==> src/rtl/zmem_pkg.sv <==
package zmem_pkg;

	//////////////////////////////
	// widths
	//////////////////////////////

	localparam int page_w      = 8;
	localparam int word_addr_w = 21;
	localparam int num_win     = 4;

	// bit 8 of each window entry is the rom flag and bits 7..0 the page
	// window 0 is rom page 0 and windows 1 to 3 are ram pages 5, 2 and 0
	localparam logic [num_win-1:0][page_w:0] reset_pages = {
		9'h000,
		9'h002,
		9'h005,
		9'h100
	};

	//////////////////////////////
	// request and response types
	//////////////////////////////

	typedef struct packed {
		logic [15:0] addr;
		logic        rnw;
		logic [7:0]  wdata;
	} cpu_req_t;

	typedef struct packed {
		logic [1:0]        win;
		logic [page_w-1:0] page;
		logic              rom;
	} page_wr_t;

	// bsel bit 1 is the high byte lane
	typedef struct packed {
		logic [word_addr_w-1:0] addr;
		logic                   rnw;
		logic [15:0]            wdata;
		logic [1:0]             bsel;
	} dram_cmd_t;

	typedef logic [15:0] dram_rd_t;

	// owner of an outstanding read
	typedef logic req_src_t;
	localparam req_src_t src_cpu = 1'b0;
	localparam req_src_t src_vid = 1'b1;

endpackage

==> src/rtl/window_pager.sv <==
`timescale 1ns/1ps

module window_pager
(
	input  logic                                 fclk,
	input  logic                                 rst_n,

	input  zmem_pkg::page_wr_t                   page_wr,
	input  logic                                 page_wr_valid,

	input  logic [15:0]                          cpu_addr,
	output logic [zmem_pkg::word_addr_w-1:0]     word_addr,
	output logic                                 rom
);

	logic [zmem_pkg::num_win-1:0][zmem_pkg::page_w-1:0] pages;
	logic [zmem_pkg::num_win-1:0]                       rom_flags;
	logic [1:0]                                         win;

	//////////////////////////////
	// page registers
	//////////////////////////////

	always_ff @(posedge fclk)
	begin
		if (!rst_n)
		begin
			for (int i = 0; i < zmem_pkg::num_win; i++)
			begin
				pages[i]     <= zmem_pkg::reset_pages[i][zmem_pkg::page_w-1:0];
				rom_flags[i] <= zmem_pkg::reset_pages[i][zmem_pkg::page_w];
			end
		end
		else if (page_wr_valid)
		begin
			pages[page_wr.win]     <= page_wr.page;
			rom_flags[page_wr.win] <= page_wr.rom;
		end
	end

	//////////////////////////////
	// translation
	//////////////////////////////

	// top two address bits pick the 16k window
	assign win = cpu_addr[15:14];

	// page, then word offset inside the window
	assign word_addr = {pages[win], cpu_addr[13:1]};
	assign rom       = rom_flags[win];

endmodule

==> src/rtl/cpu_mem_port.sv <==
`timescale 1ns/1ps

module cpu_mem_port
#(
	parameter int depth = 4
)
(
	input  logic                 fclk,
	input  logic                 rst_n,

	input  zmem_pkg::cpu_req_t   cpu_req,
	input  logic                 cpu_req_valid,
	output logic                 cpu_req_ready,

	input  zmem_pkg::page_wr_t   page_wr,
	input  logic                 page_wr_valid,

	output zmem_pkg::dram_cmd_t  cmd,
	output logic                 cmd_valid,
	input  logic                 cmd_ready,

	input  logic                 rd_word_valid,
	input  zmem_pkg::dram_rd_t   rd_word,
	output logic                 cpu_rsp_valid,
	output logic [7:0]           cpu_rsp_data
);

	// one extra slot covers the word sitting in the arbiter output register
	localparam int qd    = depth + 1;
	localparam int cnt_w = $clog2(qd + 1);

	zmem_pkg::cpu_req_t                     req_q;
	logic                                   held;
	logic [zmem_pkg::word_addr_w-1:0]       win_addr;
	logic                                   win_rom;
	logic                                   drop;
	logic                                   cmd_done;

	logic [qd-1:0]                          sel_q;
	logic [qd-1:0]                          sel_next;
	logic [cnt_w-1:0]                       sel_cnt;
	logic [cnt_w-1:0]                       wr_idx;
	logic                                   sel_push;
	logic                                   sel_pop;

	window_pager pager
	(
		.fclk          (fclk),
		.rst_n         (rst_n),
		.page_wr       (page_wr),
		.page_wr_valid (page_wr_valid),
		.cpu_addr      (req_q.addr),
		.word_addr     (win_addr),
		.rom           (win_rom)
	);

	//////////////////////////////
	// request holding
	//////////////////////////////

	// writes into a rom window vanish here
	assign drop     = held && !req_q.rnw && win_rom;
	assign cmd_done = cmd_valid && cmd_ready;

	assign cpu_req_ready = !held || drop || cmd_done;

	always_ff @(posedge fclk)
	begin
		if (!rst_n)
			held <= 1'b0;
		else if (cpu_req_valid && cpu_req_ready)
			held <= 1'b1;
		else if (drop || cmd_done)
			held <= 1'b0;
	end

	always_ff @(posedge fclk)
	begin
		if (cpu_req_valid && cpu_req_ready)
			req_q <= cpu_req;
	end

	// word command with the byte copied to both lanes
	assign cmd_valid  = held && !drop;
	assign cmd.addr   = win_addr;
	assign cmd.rnw    = req_q.rnw;
	assign cmd.wdata  = {2{req_q.wdata}};
	assign cmd.bsel   = req_q.addr[0] ? 2'b10 : 2'b01;

	//////////////////////////////
	// byte select queue
	//////////////////////////////

	assign sel_push = cmd_done && req_q.rnw;
	assign sel_pop  = rd_word_valid;

	always_comb
	begin
		sel_next = sel_pop ? (sel_q >> 1) : sel_q;
		wr_idx   = sel_pop ? sel_cnt - 1'b1 : sel_cnt;
		if (sel_push)
			sel_next[wr_idx] = req_q.addr[0];
	end

	always_ff @(posedge fclk)
	begin
		if (!rst_n)
			sel_cnt <= '0;
		else
			sel_cnt <= sel_cnt + cnt_w'(sel_push) - cnt_w'(sel_pop);
	end

	always_ff @(posedge fclk)
	begin
		sel_q <= sel_next;
	end

	// oldest read owns the word coming back
	assign cpu_rsp_valid = rd_word_valid;
	assign cpu_rsp_data  = sel_q[0] ? rd_word[15:8] : rd_word[7:0];

endmodule

==> src/rtl/read_tag_fifo.sv <==
`timescale 1ns/1ps

module read_tag_fifo
#(
	parameter int depth = 4
)
(
	input  logic                fclk,
	input  logic                rst_n,

	input  logic                push,
	input  zmem_pkg::req_src_t  tag_in,
	input  logic                pop,

	output zmem_pkg::req_src_t  tag_out,
	output logic                full
);

	localparam int ptr_w = (depth > 1) ? $clog2(depth) : 1;
	localparam int cnt_w = $clog2(depth + 1);

	zmem_pkg::req_src_t  mem [depth];
	logic [ptr_w-1:0]    wr_ptr;
	logic [ptr_w-1:0]    rd_ptr;
	logic [cnt_w-1:0]    cnt;

	always_ff @(posedge fclk)
	begin
		if (!rst_n)
		begin
			wr_ptr <= '0;
			rd_ptr <= '0;
			cnt    <= '0;
		end
		else
		begin
			if (push)
				wr_ptr <= (wr_ptr == ptr_w'(depth - 1)) ? '0 : wr_ptr + 1'b1;
			if (pop)
				rd_ptr <= (rd_ptr == ptr_w'(depth - 1)) ? '0 : rd_ptr + 1'b1;
			cnt <= cnt + cnt_w'(push) - cnt_w'(pop);
		end
	end

	always_ff @(posedge fclk)
	begin
		if (push)
			mem[wr_ptr] <= tag_in;
	end

	assign tag_out = mem[rd_ptr];
	assign full    = (cnt == cnt_w'(depth));

endmodule

==> src/rtl/dram_arbiter.sv <==
`timescale 1ns/1ps

module dram_arbiter
#(
	parameter int depth = 4
)
(
	input  logic                              fclk,
	input  logic                              rst_n,

	input  logic [zmem_pkg::word_addr_w-1:0]  vid_req_addr,
	input  logic                              vid_req_valid,
	output logic                              vid_req_ready,

	input  zmem_pkg::dram_cmd_t               cpu_cmd,
	input  logic                              cpu_cmd_valid,
	output logic                              cpu_cmd_ready,

	output zmem_pkg::dram_cmd_t               dram_cmd,
	output logic                              dram_cmd_valid,
	input  logic                              dram_cmd_ready,

	input  logic                              dram_rd_valid,
	input  zmem_pkg::dram_rd_t                dram_rd,

	output logic                              vid_rsp_valid,
	output zmem_pkg::dram_rd_t                vid_rsp_data,
	output logic                              cpu_rd_valid,
	output zmem_pkg::dram_rd_t                cpu_rd
);

	logic                 tag_full;
	zmem_pkg::req_src_t   tag_out;
	logic                 hold_q;
	logic                 hold_vid_q;
	logic                 grant_vid;
	logic                 xfer;
	zmem_pkg::dram_rd_t   rd_q;

	//////////////////////////////
	// grant
	//////////////////////////////

	// a stalled command keeps the port so dram_cmd stays stable
	assign grant_vid = hold_q ? hold_vid_q : vid_req_valid;

	always_ff @(posedge fclk)
	begin
		if (!rst_n)
		begin
			hold_q     <= 1'b0;
			hold_vid_q <= 1'b0;
		end
		else
		begin
			hold_q     <= dram_cmd_valid && !dram_cmd_ready;
			hold_vid_q <= grant_vid;
		end
	end

	always_comb
	begin
		if (grant_vid)
		begin
			dram_cmd.addr  = vid_req_addr;
			dram_cmd.rnw   = 1'b1;
			dram_cmd.wdata = '0;
			dram_cmd.bsel  = 2'b11;
		end
		else
			dram_cmd = cpu_cmd;
	end

	assign dram_cmd_valid = !tag_full && (grant_vid ? vid_req_valid : cpu_cmd_valid);
	assign vid_req_ready  = !tag_full && dram_cmd_ready && !(hold_q && !hold_vid_q);
	assign cpu_cmd_ready  = !tag_full && dram_cmd_ready && !grant_vid;
	assign xfer           = dram_cmd_valid && dram_cmd_ready;

	//////////////////////////////
	// read routing
	//////////////////////////////

	read_tag_fifo #(.depth(depth)) tags
	(
		.fclk    (fclk),
		.rst_n   (rst_n),
		.push    (xfer && dram_cmd.rnw),
		.tag_in  (grant_vid ? zmem_pkg::src_vid : zmem_pkg::src_cpu),
		.pop     (dram_rd_valid),
		.tag_out (tag_out),
		.full    (tag_full)
	);

	always_ff @(posedge fclk)
	begin
		if (!rst_n)
		begin
			vid_rsp_valid <= 1'b0;
			cpu_rd_valid  <= 1'b0;
		end
		else
		begin
			vid_rsp_valid <= dram_rd_valid && (tag_out == zmem_pkg::src_vid);
			cpu_rd_valid  <= dram_rd_valid && (tag_out == zmem_pkg::src_cpu);
		end
	end

	always_ff @(posedge fclk)
	begin
		if (dram_rd_valid)
			rd_q <= dram_rd;
	end

	// one word register serves both owners
	assign vid_rsp_data = rd_q;
	assign cpu_rd       = rd_q;

endmodule

==> src/rtl/zmem_top.sv <==
`timescale 1ns/1ps

module zmem_top
#(
	parameter int tag_depth = 4
)
(
	input  logic                              fclk,
	input  logic                              rst_n,

	// cpu side
	input  zmem_pkg::cpu_req_t                cpu_req,
	input  logic                              cpu_req_valid,
	output logic                              cpu_req_ready,
	input  zmem_pkg::page_wr_t                page_wr,
	input  logic                              page_wr_valid,
	output logic                              cpu_rsp_valid,
	output logic [7:0]                        cpu_rsp_data,

	// video fetch
	input  logic [zmem_pkg::word_addr_w-1:0]  vid_req_addr,
	input  logic                              vid_req_valid,
	output logic                              vid_req_ready,
	output logic                              vid_rsp_valid,
	output zmem_pkg::dram_rd_t                vid_rsp_data,

	// dram
	output zmem_pkg::dram_cmd_t               dram_cmd,
	output logic                              dram_cmd_valid,
	input  logic                              dram_cmd_ready,
	input  logic                              dram_rd_valid,
	input  zmem_pkg::dram_rd_t                dram_rd
);

	zmem_pkg::dram_cmd_t  cpu_cmd;
	logic                 cpu_cmd_valid;
	logic                 cpu_cmd_ready;
	logic                 cpu_rd_valid;
	zmem_pkg::dram_rd_t   cpu_rd;

	cpu_mem_port #(.depth(tag_depth)) cpu_port
	(
		.fclk          (fclk),
		.rst_n         (rst_n),
		.cpu_req       (cpu_req),
		.cpu_req_valid (cpu_req_valid),
		.cpu_req_ready (cpu_req_ready),
		.page_wr       (page_wr),
		.page_wr_valid (page_wr_valid),
		.cmd           (cpu_cmd),
		.cmd_valid     (cpu_cmd_valid),
		.cmd_ready     (cpu_cmd_ready),
		.rd_word_valid (cpu_rd_valid),
		.rd_word       (cpu_rd),
		.cpu_rsp_valid (cpu_rsp_valid),
		.cpu_rsp_data  (cpu_rsp_data)
	);

	dram_arbiter #(.depth(tag_depth)) arb
	(
		.fclk           (fclk),
		.rst_n          (rst_n),
		.vid_req_addr   (vid_req_addr),
		.vid_req_valid  (vid_req_valid),
		.vid_req_ready  (vid_req_ready),
		.cpu_cmd        (cpu_cmd),
		.cpu_cmd_valid  (cpu_cmd_valid),
		.cpu_cmd_ready  (cpu_cmd_ready),
		.dram_cmd       (dram_cmd),
		.dram_cmd_valid (dram_cmd_valid),
		.dram_cmd_ready (dram_cmd_ready),
		.dram_rd_valid  (dram_rd_valid),
		.dram_rd        (dram_rd),
		.vid_rsp_valid  (vid_rsp_valid),
		.vid_rsp_data   (vid_rsp_data),
		.cpu_rd_valid   (cpu_rd_valid),
		.cpu_rd         (cpu_rd)
	);

endmodule

==> config.mk <==
export PLATFORM = sky130hd
export DESIGN_NAME = zmem_top
export DESIGN_NICKNAME = d
export VERILOG_FILES = /design/src/rtl/zmem_pkg.sv /design/src/rtl/window_pager.sv /design/src/rtl/cpu_mem_port.sv /design/src/rtl/read_tag_fifo.sv /design/src/rtl/dram_arbiter.sv /design/src/rtl/zmem_top.sv
export SDC_FILE = /design/constraint.sdc
export NUM_CORES = 1
export LEC_CHECK = 0
export ABC_CLOCK_PERIOD_IN_PS = 3400
export BUFFER_PORTS_ARGS = -buffer_cell sky130_fd_sc_hd__buf_2
export CORE_MARGIN = 2
export CORE_UTILIZATION = 53
export CTS_BUF_LIST = sky130_fd_sc_hd__clkbuf_8
export DETAILED_ROUTE_END_ITERATION = 7
export MAX_ROUTING_LAYER = met4
export PLACE_DENSITY = 0.83
export REMOVE_ABC_BUFFERS = 1
export SYNTH_ARGS = -nofsm -noshare
export SYNTH_HDL_FRONTEND = slang
export SYNTH_SLANG_ARGS = --single-unit
==> constraint.sdc <==
create_clock -name fclk -period 3.4 [get_ports fclk]
set_input_delay 0.34 -clock fclk [delete_from_list [all_inputs] [get_ports fclk]]
set_output_delay 0.34 -clock fclk [all_outputs]
set_load 0.03 [all_outputs]
* After elaboration in Yosys (flattened, before gate mapping)
Memories as Yosys holds them, arrays and structs flattened. A register that Yosys moved wholly into a read port is not among the register bits.
Cells that the tools add are included.
** Operators by class
- Order comparisons :: 5
- Equality and inequality tests :: 3
- $add $sub $neg :: 7
- Bitwise gates (word level) :: 1
- Mux-type cells :: 30
- Reductions and logical operators :: 30
** Operator list (number)
- 40-bit two-way mux :: 1
- 32-bit bitwise mux :: 1
- 8-bit two-way mux :: 3
- 1-bit logical AND :: 18
- 8-bit binary-select mux with 2-bit select :: 1
- 8-bit demux with 2-bit select :: 1
- 1-bit two-way mux :: 10
- 2-bit two-way mux :: 5
- 5-bit two-way mux :: 2
- 1-bit logical NOT :: 8
- 3-bit by 1-bit adder with 3-bit output :: 2
- 2-bit by 3-bit less-than comparator with 1-bit output, second input constant :: 2
- 3-bit by 1-bit subtractor with 3-bit output :: 2
- 5-bit bitwise mux :: 1
- 2-bit by 1-bit adder with 2-bit output, second input constant :: 2
- 4-bit bitwise mux :: 1
- 2-bit equality test, second input constant :: 2
- 3-bit by 4-bit less-than comparator with 1-bit output, second input constant :: 1
- 1-bit demux with 3-bit select :: 1
- 3-bit equality test, second input constant :: 1
- 3-bit by 1-bit >= comparator with 1-bit output, second input constant :: 1
- 1-bit logical OR :: 3
- 3-bit two-way mux :: 1
- 3-bit by 1-bit subtractor with 3-bit output, second input constant :: 1
- other kinds (5) :: 5
** Storage, ports and cells
- RAM bits :: 4
- Memories kept :: 1
- Register bits after elaboration :: 97
** Memories
- arb.tags.mem :: words 4, bits a word 1, read ports 1, clocked after memory_dff 1, wr ports 1, line read_tag_fifo.sv:22 : zmem_pkg::req_src_t mem [depth];

* Longest topological paths before layout
- Depth after elaboration :: 11
- Depth in mapped cells :: 9

* Hierarchy
Synthesis repeated with hierarchy kept, for this count alone.
** Second synthesis, totals
- Cell total of the unflattened synthesis :: 422
- Area total of the unflattened synthesis :: 4991.0 µm²
** Modules (own cells, without submodules)
- window_pager :: cells each 162, instances 1, area each 1705.4 µm²
- cpu_mem_port :: cells each 113, instances 1, area each 1515.2 µm²
- dram_arbiter :: cells each 99, instances 1, area each 1171.1 µm²
- read_tag_fifo :: cells each 48, instances 1, area each 599.3 µm²

* Least setup slack after synthesis
No wires, ideal clock.
- Kind :: register -> register
- Start point :: reg cpu_port.req_q[24] in the netlist's numbering
- End point :: reg cpu_port.req_q (netlist bit cpu_port.cmd[18]), enable pin
- Setup slack :: 0.702 ns
- Data required time :: 2.990 ns
- Buffers on the path :: 1
- Data arrival time :: 2.288 ns
- Setup time :: 0.410 ns
- Period minus slack after synthesis :: 2.698 ns
- Cell stages (with the launch flop) :: 6
- Cells stage by stage :: edfxtp_1 buf_4 or2_0 o221a_2 and2_1 nor2b_1
** On the way
- Cells in the longest elaborated chain, start to end :: 8
- Elaborated cells between the ends (all ways) :: 9
** Ends and longest elaborated chain
- from (decl) :: line cpu_mem_port.sv:32 : zmem_pkg::cpu_req_t req_q;
- from (signal assigned) :: line cpu_mem_port.sv:80 : req_q <= cpu_req;
- 1-bit binary-select mux with 2-bit select (*) :: line window_pager.sv:50 : assign rom = rom_flags[win];
- 1-bit two-way mux (not written as such) (*) :: line window_pager.sv:50
- 1-bit logical AND (*) :: line cpu_mem_port.sv:62 : assign drop = held && !req_q.rnw && win_rom;
- 1-bit logical NOT :: line cpu_mem_port.sv:84 : assign cmd_valid = held && !drop;
- 1-bit logical AND :: line cpu_mem_port.sv:84
- 1-bit logical AND :: line cpu_mem_port.sv:63 : assign cmd_done = cmd_valid && cmd_ready;
- 1-bit logical OR (*) :: line cpu_mem_port.sv:65 : assign cpu_req_ready = !held || drop || cmd_done;
- 1-bit logical AND (*) :: line cpu_mem_port.sv:79 : if (cpu_req_valid && cpu_req_ready)
Mark *: on every way between the ends. The rest lies on a longest branch, timed or not. The select of a mux whose other input is x is not followed.
A chain may end at the register's enable or synchronous reset.

* Final worst setup path
- Start point :: reg arb.hold_q
- End point :: reg arb.tags.cnt[2]
** On the way
- Cells in the longest elaborated chain, start to end :: 7
- Elaborated cells between the ends (all ways) :: 8
** Ends and longest elaborated chain
- from (decl) :: line dram_arbiter.sv:34 : logic hold_q;
- from (signal assigned) :: line dram_arbiter.sv:56 : hold_q <= dram_cmd_valid && !dram_cmd_ready;
- 1-bit two-way mux (*) :: line dram_arbiter.sv:45 : assign grant_vid = hold_q ? hold_vid_q : vid_req_valid;
- 1-bit two-way mux :: line dram_arbiter.sv:74 : assign dram_cmd_valid = !tag_full && (grant_vid ? vid_req_valid : cpu_cmd_valid);
- 1-bit logical AND :: line dram_arbiter.sv:74
- 1-bit logical AND :: line dram_arbiter.sv:77 : assign xfer = dram_cmd_valid && dram_cmd_ready;
- 1-bit logical AND (*) :: line dram_arbiter.sv:87 : .push (xfer && dram_cmd.rnw),
- named net arb.tags.push :: line read_tag_fifo.sv:11 : input logic push,
- 3-bit by 1-bit adder with 3-bit output (*) :: line read_tag_fifo.sv:41 : cnt <= cnt + cnt_w'(push) - cnt_w'(pop);
- 3-bit by 1-bit subtractor with 3-bit output (*) :: line read_tag_fifo.sv:41
- to (signal assigned) :: line read_tag_fifo.sv:41
- to (decl) :: line read_tag_fifo.sv:25 : logic [cnt_w-1:0] cnt;
The timed path passes the listed nets; every way through them passes the cells marked *.

==> run summary <==
* 643 — number of nets at the end of the flow
* 0 — count of hold-fix buffers inserted at cts
* 97.2 µm — Die Span Y
* 121 — detailed router's first-iteration violation count
* 0 — number of max-cap violations
* false — unrepaired setup endpoints after global routing
* 0.939 — RD Place Congestion
* yes — CTS tree
* 45 — count of flip-flops with a built-in enable after synthesis
* input pin to flop — HP Class
* 1 — Worst Hold Path Cells
* sky130_fd_sc_hd__edfxtp_1 — cell taking the most area after synthesis
* 5270 µm — detailed-routed wire length on met2
* 3 — H-Tree Depth
* 0% — Post-synth ARST share
* 661 — fin cells
* 29.6% — worst slew margin relative to its limit
* 0.94 ns — flop-to-flop setup slack
* 149 — count of pins on the block boundary
* 54 — largest net degree at the start of global routing
* 0.261 mV — largest vdd supply drop
* 34.7% — share of final-layout standard cells stronger than drive strength 1
* 0 — number of setup violations in the final report
* 29.4% — post-synth top area share
* 97.2 µm — Horiz. Die Dim
* 3464 — total vias in the final route
* 10300 µm — Post-Route WL
* 2.46 ns — post-layout minimum cycle time
* sky130_fd_sc_hd__edfxtp_1 29%, sky130_fd_sc_hd__dfxtp_1 25%, sky130_fd_sc_hd__nand2_1 9.0% — largest cells by area after synthesis
* 0 — number of antenna violations at the first check in global routing
* 67.0% — post-route core utilization
* 0.10 ns — Worst-path clk slew
* 103 — Sink Count
* 103 — number of synthesized register bits
* flop — category of the worst setup path launch point
* 148 — total of buffers placed on input and output ports
* 554 mW/mm² — cell area power density
* 0 — count of inserted antenna diode cells
* 20.9% — relative area change from synthesis to final layout
* 0 — post-detailed-route DRC marker count
* 2 — Longest Clk Path Bufs
* 72.4% — post-route clock period utilization
* 148 x sky130_fd_sc_hd__buf_2, 110 x sky130_fd_sc_hd__nand2_1, 58 x sky130_fd_sc_hd__dfxtp_1 — commonest cells after routing, fill and taps aside
* 645 — post-placement cell count
* 16900 µm — global-route wire length before repair
* 4200 µm — wl on met1
* 0.36 ns — worst skew pair latency
* met4 — highest metal layer with signal wires
* 3.66 ns — Crit path required time
* flop — Worst Setup End Kind
* 2.72 ns — critical path data arrival time
* 55.5% — starting density of the core
* 0 ns — Fin Setup TNS
* 5.24 — vias per cell
* 2.46 nW — standby leakage power
* 0.146 ns — worst hold slack
* 9 — number of buffers created by CTS
* 1.05 ns — worst-margin pin slew
* 43 — synth unique cells
* 406 MHz — maximum clock frequency
* 7520 µm — half-perimeter wire length after placement
* 11.0 µm² — mean cell area of the mapped netlist
* 0 — number of antenna-violating nets in the routed design
* 0 — Yosys warning total
* 0.0101 ns — Clock Skew
* 9 — count of cells along the worst register-to-register path
* 3530 — vias in the first global route
* 0 — final global-route overflow total
* 0 — post-CTS setup repair buffer count
* 28 — worst-path fanout max
* 0.00944 mm² — total die area
* 15.5 µm — average routed wire per standard cell
* sky130_fd_sc_hd__clkbuf_8 — CTS root buf
* 623 µm — routed length on met3
* 417 — Gate Count Post-Synth
* 0 — Gates resized, CTS repair
* 4 — first-pass detailed-route iteration total
* 0 — final count of pins violating max slew
* 33 — FP Rows
* completed — status
* 0 — Final Hold Violating Endpoints
* sky130_fd_sc_hd__buf_2 — most common cell after layout, fill and taps aside
* 23.0% — Global Route Usage Sum
* 54.6% — sequential share of the synthesized area
* 0.00830 mm² — Core Box Area
* sky130_fd_sc_hd__dfxtp_1 — predominant post-synthesis flop cell
* flop to flop — start-to-end type of the worst setup path
* 0.00460 mm² — Mapped Area
synth_stat cells (3+ instances only):
master,n
sky130_fd_sc_hd__nand2b_1,3
sky130_fd_sc_hd__clkbuf_1,12
sky130_fd_sc_hd__nor2_1,6
sky130_fd_sc_hd__and2_1,19
sky130_fd_sc_hd__buf_4,10
sky130_fd_sc_hd__and3_1,3
sky130_fd_sc_hd__ha_1,10
sky130_fd_sc_hd__xnor2_1,5
sky130_fd_sc_hd__a21boi_0,17
sky130_fd_sc_hd__mux2_2,11
sky130_fd_sc_hd__nand3_1,4
sky130_fd_sc_hd__mux2i_1,23
sky130_fd_sc_hd__nand2_1,110
sky130_fd_sc_hd__inv_1,13
sky130_fd_sc_hd__buf_2,4
sky130_fd_sc_hd__mux4_2,9
sky130_fd_sc_hd__edfxtp_1,45
sky130_fd_sc_hd__dfxtp_1,58
sky130_fd_sc_hd__nor2b_1,21
metal layers:
metal,vias to the layer above,GRT usage [%]
met5,-,-
met4,0,8.13
met3,19,5.18
met2,128,38.6
met1,1638,27.3
li1,1679,-
logic make-up (layout without fill, tap and decap cells):
kind of cell,after synthesis,count (layout),share of synthesized area [%]
multiplexers,46,46,13.1
XOR/XNOR,5,5,0.952
AND/OR/NAND/NOR,178,178,18.1
AO/OA/AOI/OAI,32,32,5.36
buffers and inverters,41,180,4.30
flip-flops,103,103,54.6
adder cells (fa/ha/maj),12,12,3.59
path summary, 6_finish.rpt:
path,start,end
worst max-delay path,arb.hold_q$_SDFF_PN0_,arb.tags.cnt[2]$_SDFF_PN0_
worst min-delay path,cpu_req[20],cpu_port.req_q[20]$_DFFE_PP_
worst max register to register,arb.hold_q$_SDFF_PN0_,arb.tags.cnt[2]$_SDFF_PN0_
worst min register to register,cpu_port.pager.pages[19]$_SDFFE_PN0P_,cpu_port.pager.pages[19]$_SDFFE_PN0P_
worst max-delay path, stage by stage (launching register included):
cell	delay, ns
sky130_fd_sc_hd__dfxtp_1	0.37
sky130_fd_sc_hd__mux2i_4	0.26
sky130_fd_sc_hd__inv_2	0.39
sky130_fd_sc_hd__o2111a_2	0.38
sky130_fd_sc_hd__ha_1	0.16
sky130_fd_sc_hd__inv_1	0.04
sky130_fd_sc_hd__fa_1	0.36
sky130_fd_sc_hd__xnor2_1	0.15
sky130_fd_sc_hd__xnor2_1	0.12
sky130_fd_sc_hd__and2_1	0.14
per-stage QoR:
step | setup slack (ns) | total power [mW] | area, µm²
after floorplan | 0.476 | 2.04 | 4460
after global placement | 0.964 | 2.26 | 5350
after detailed placement | 0.894 | 2.30 | 5350
after CTS | 0.899 | 3.11 | 5560
after global routing | 0.729 | 3.24 | 5560
final | 0.939 | 3.08 | 5560
layout make-up:
cell class | count | area, µm²
fill | 657 | 2740
sequential | 103 | 2510
inverter | 14 | 52.6
multi-input combinational | 273 | 1900
clock buffer | 9 | 124
timing repair buffer | 150 | 756
tap | 105 | 131
clock inverter | 7 | 88.8
flip-flops by register name (all words and copies together) (netlist names), 2 cells and up, named ones only:
signal	cells
cpu_port.pager.pages	32
cpu_port.req_q	16
cpu_port.cmd	9
cpu_port.pager.rom_flags	4
arb.cpu_rd	16
arb.tags.cnt	3
arb.tags.mem	4
arb.tags.wr_ptr	2
cpu_port.sel_q	5
cpu_port.sel_cnt	3
arb.tags.rd_ptr	2
where the power goes:
part | switching (mW) | internal, mW
Sequential | 0.0865 | 1.40
Combinational | 0.481 | 0.306
Clock | 0.402 | 0.411
Total | 0.969 | 2.12
No activity file was read; power rests on OpenSTA's default activity.
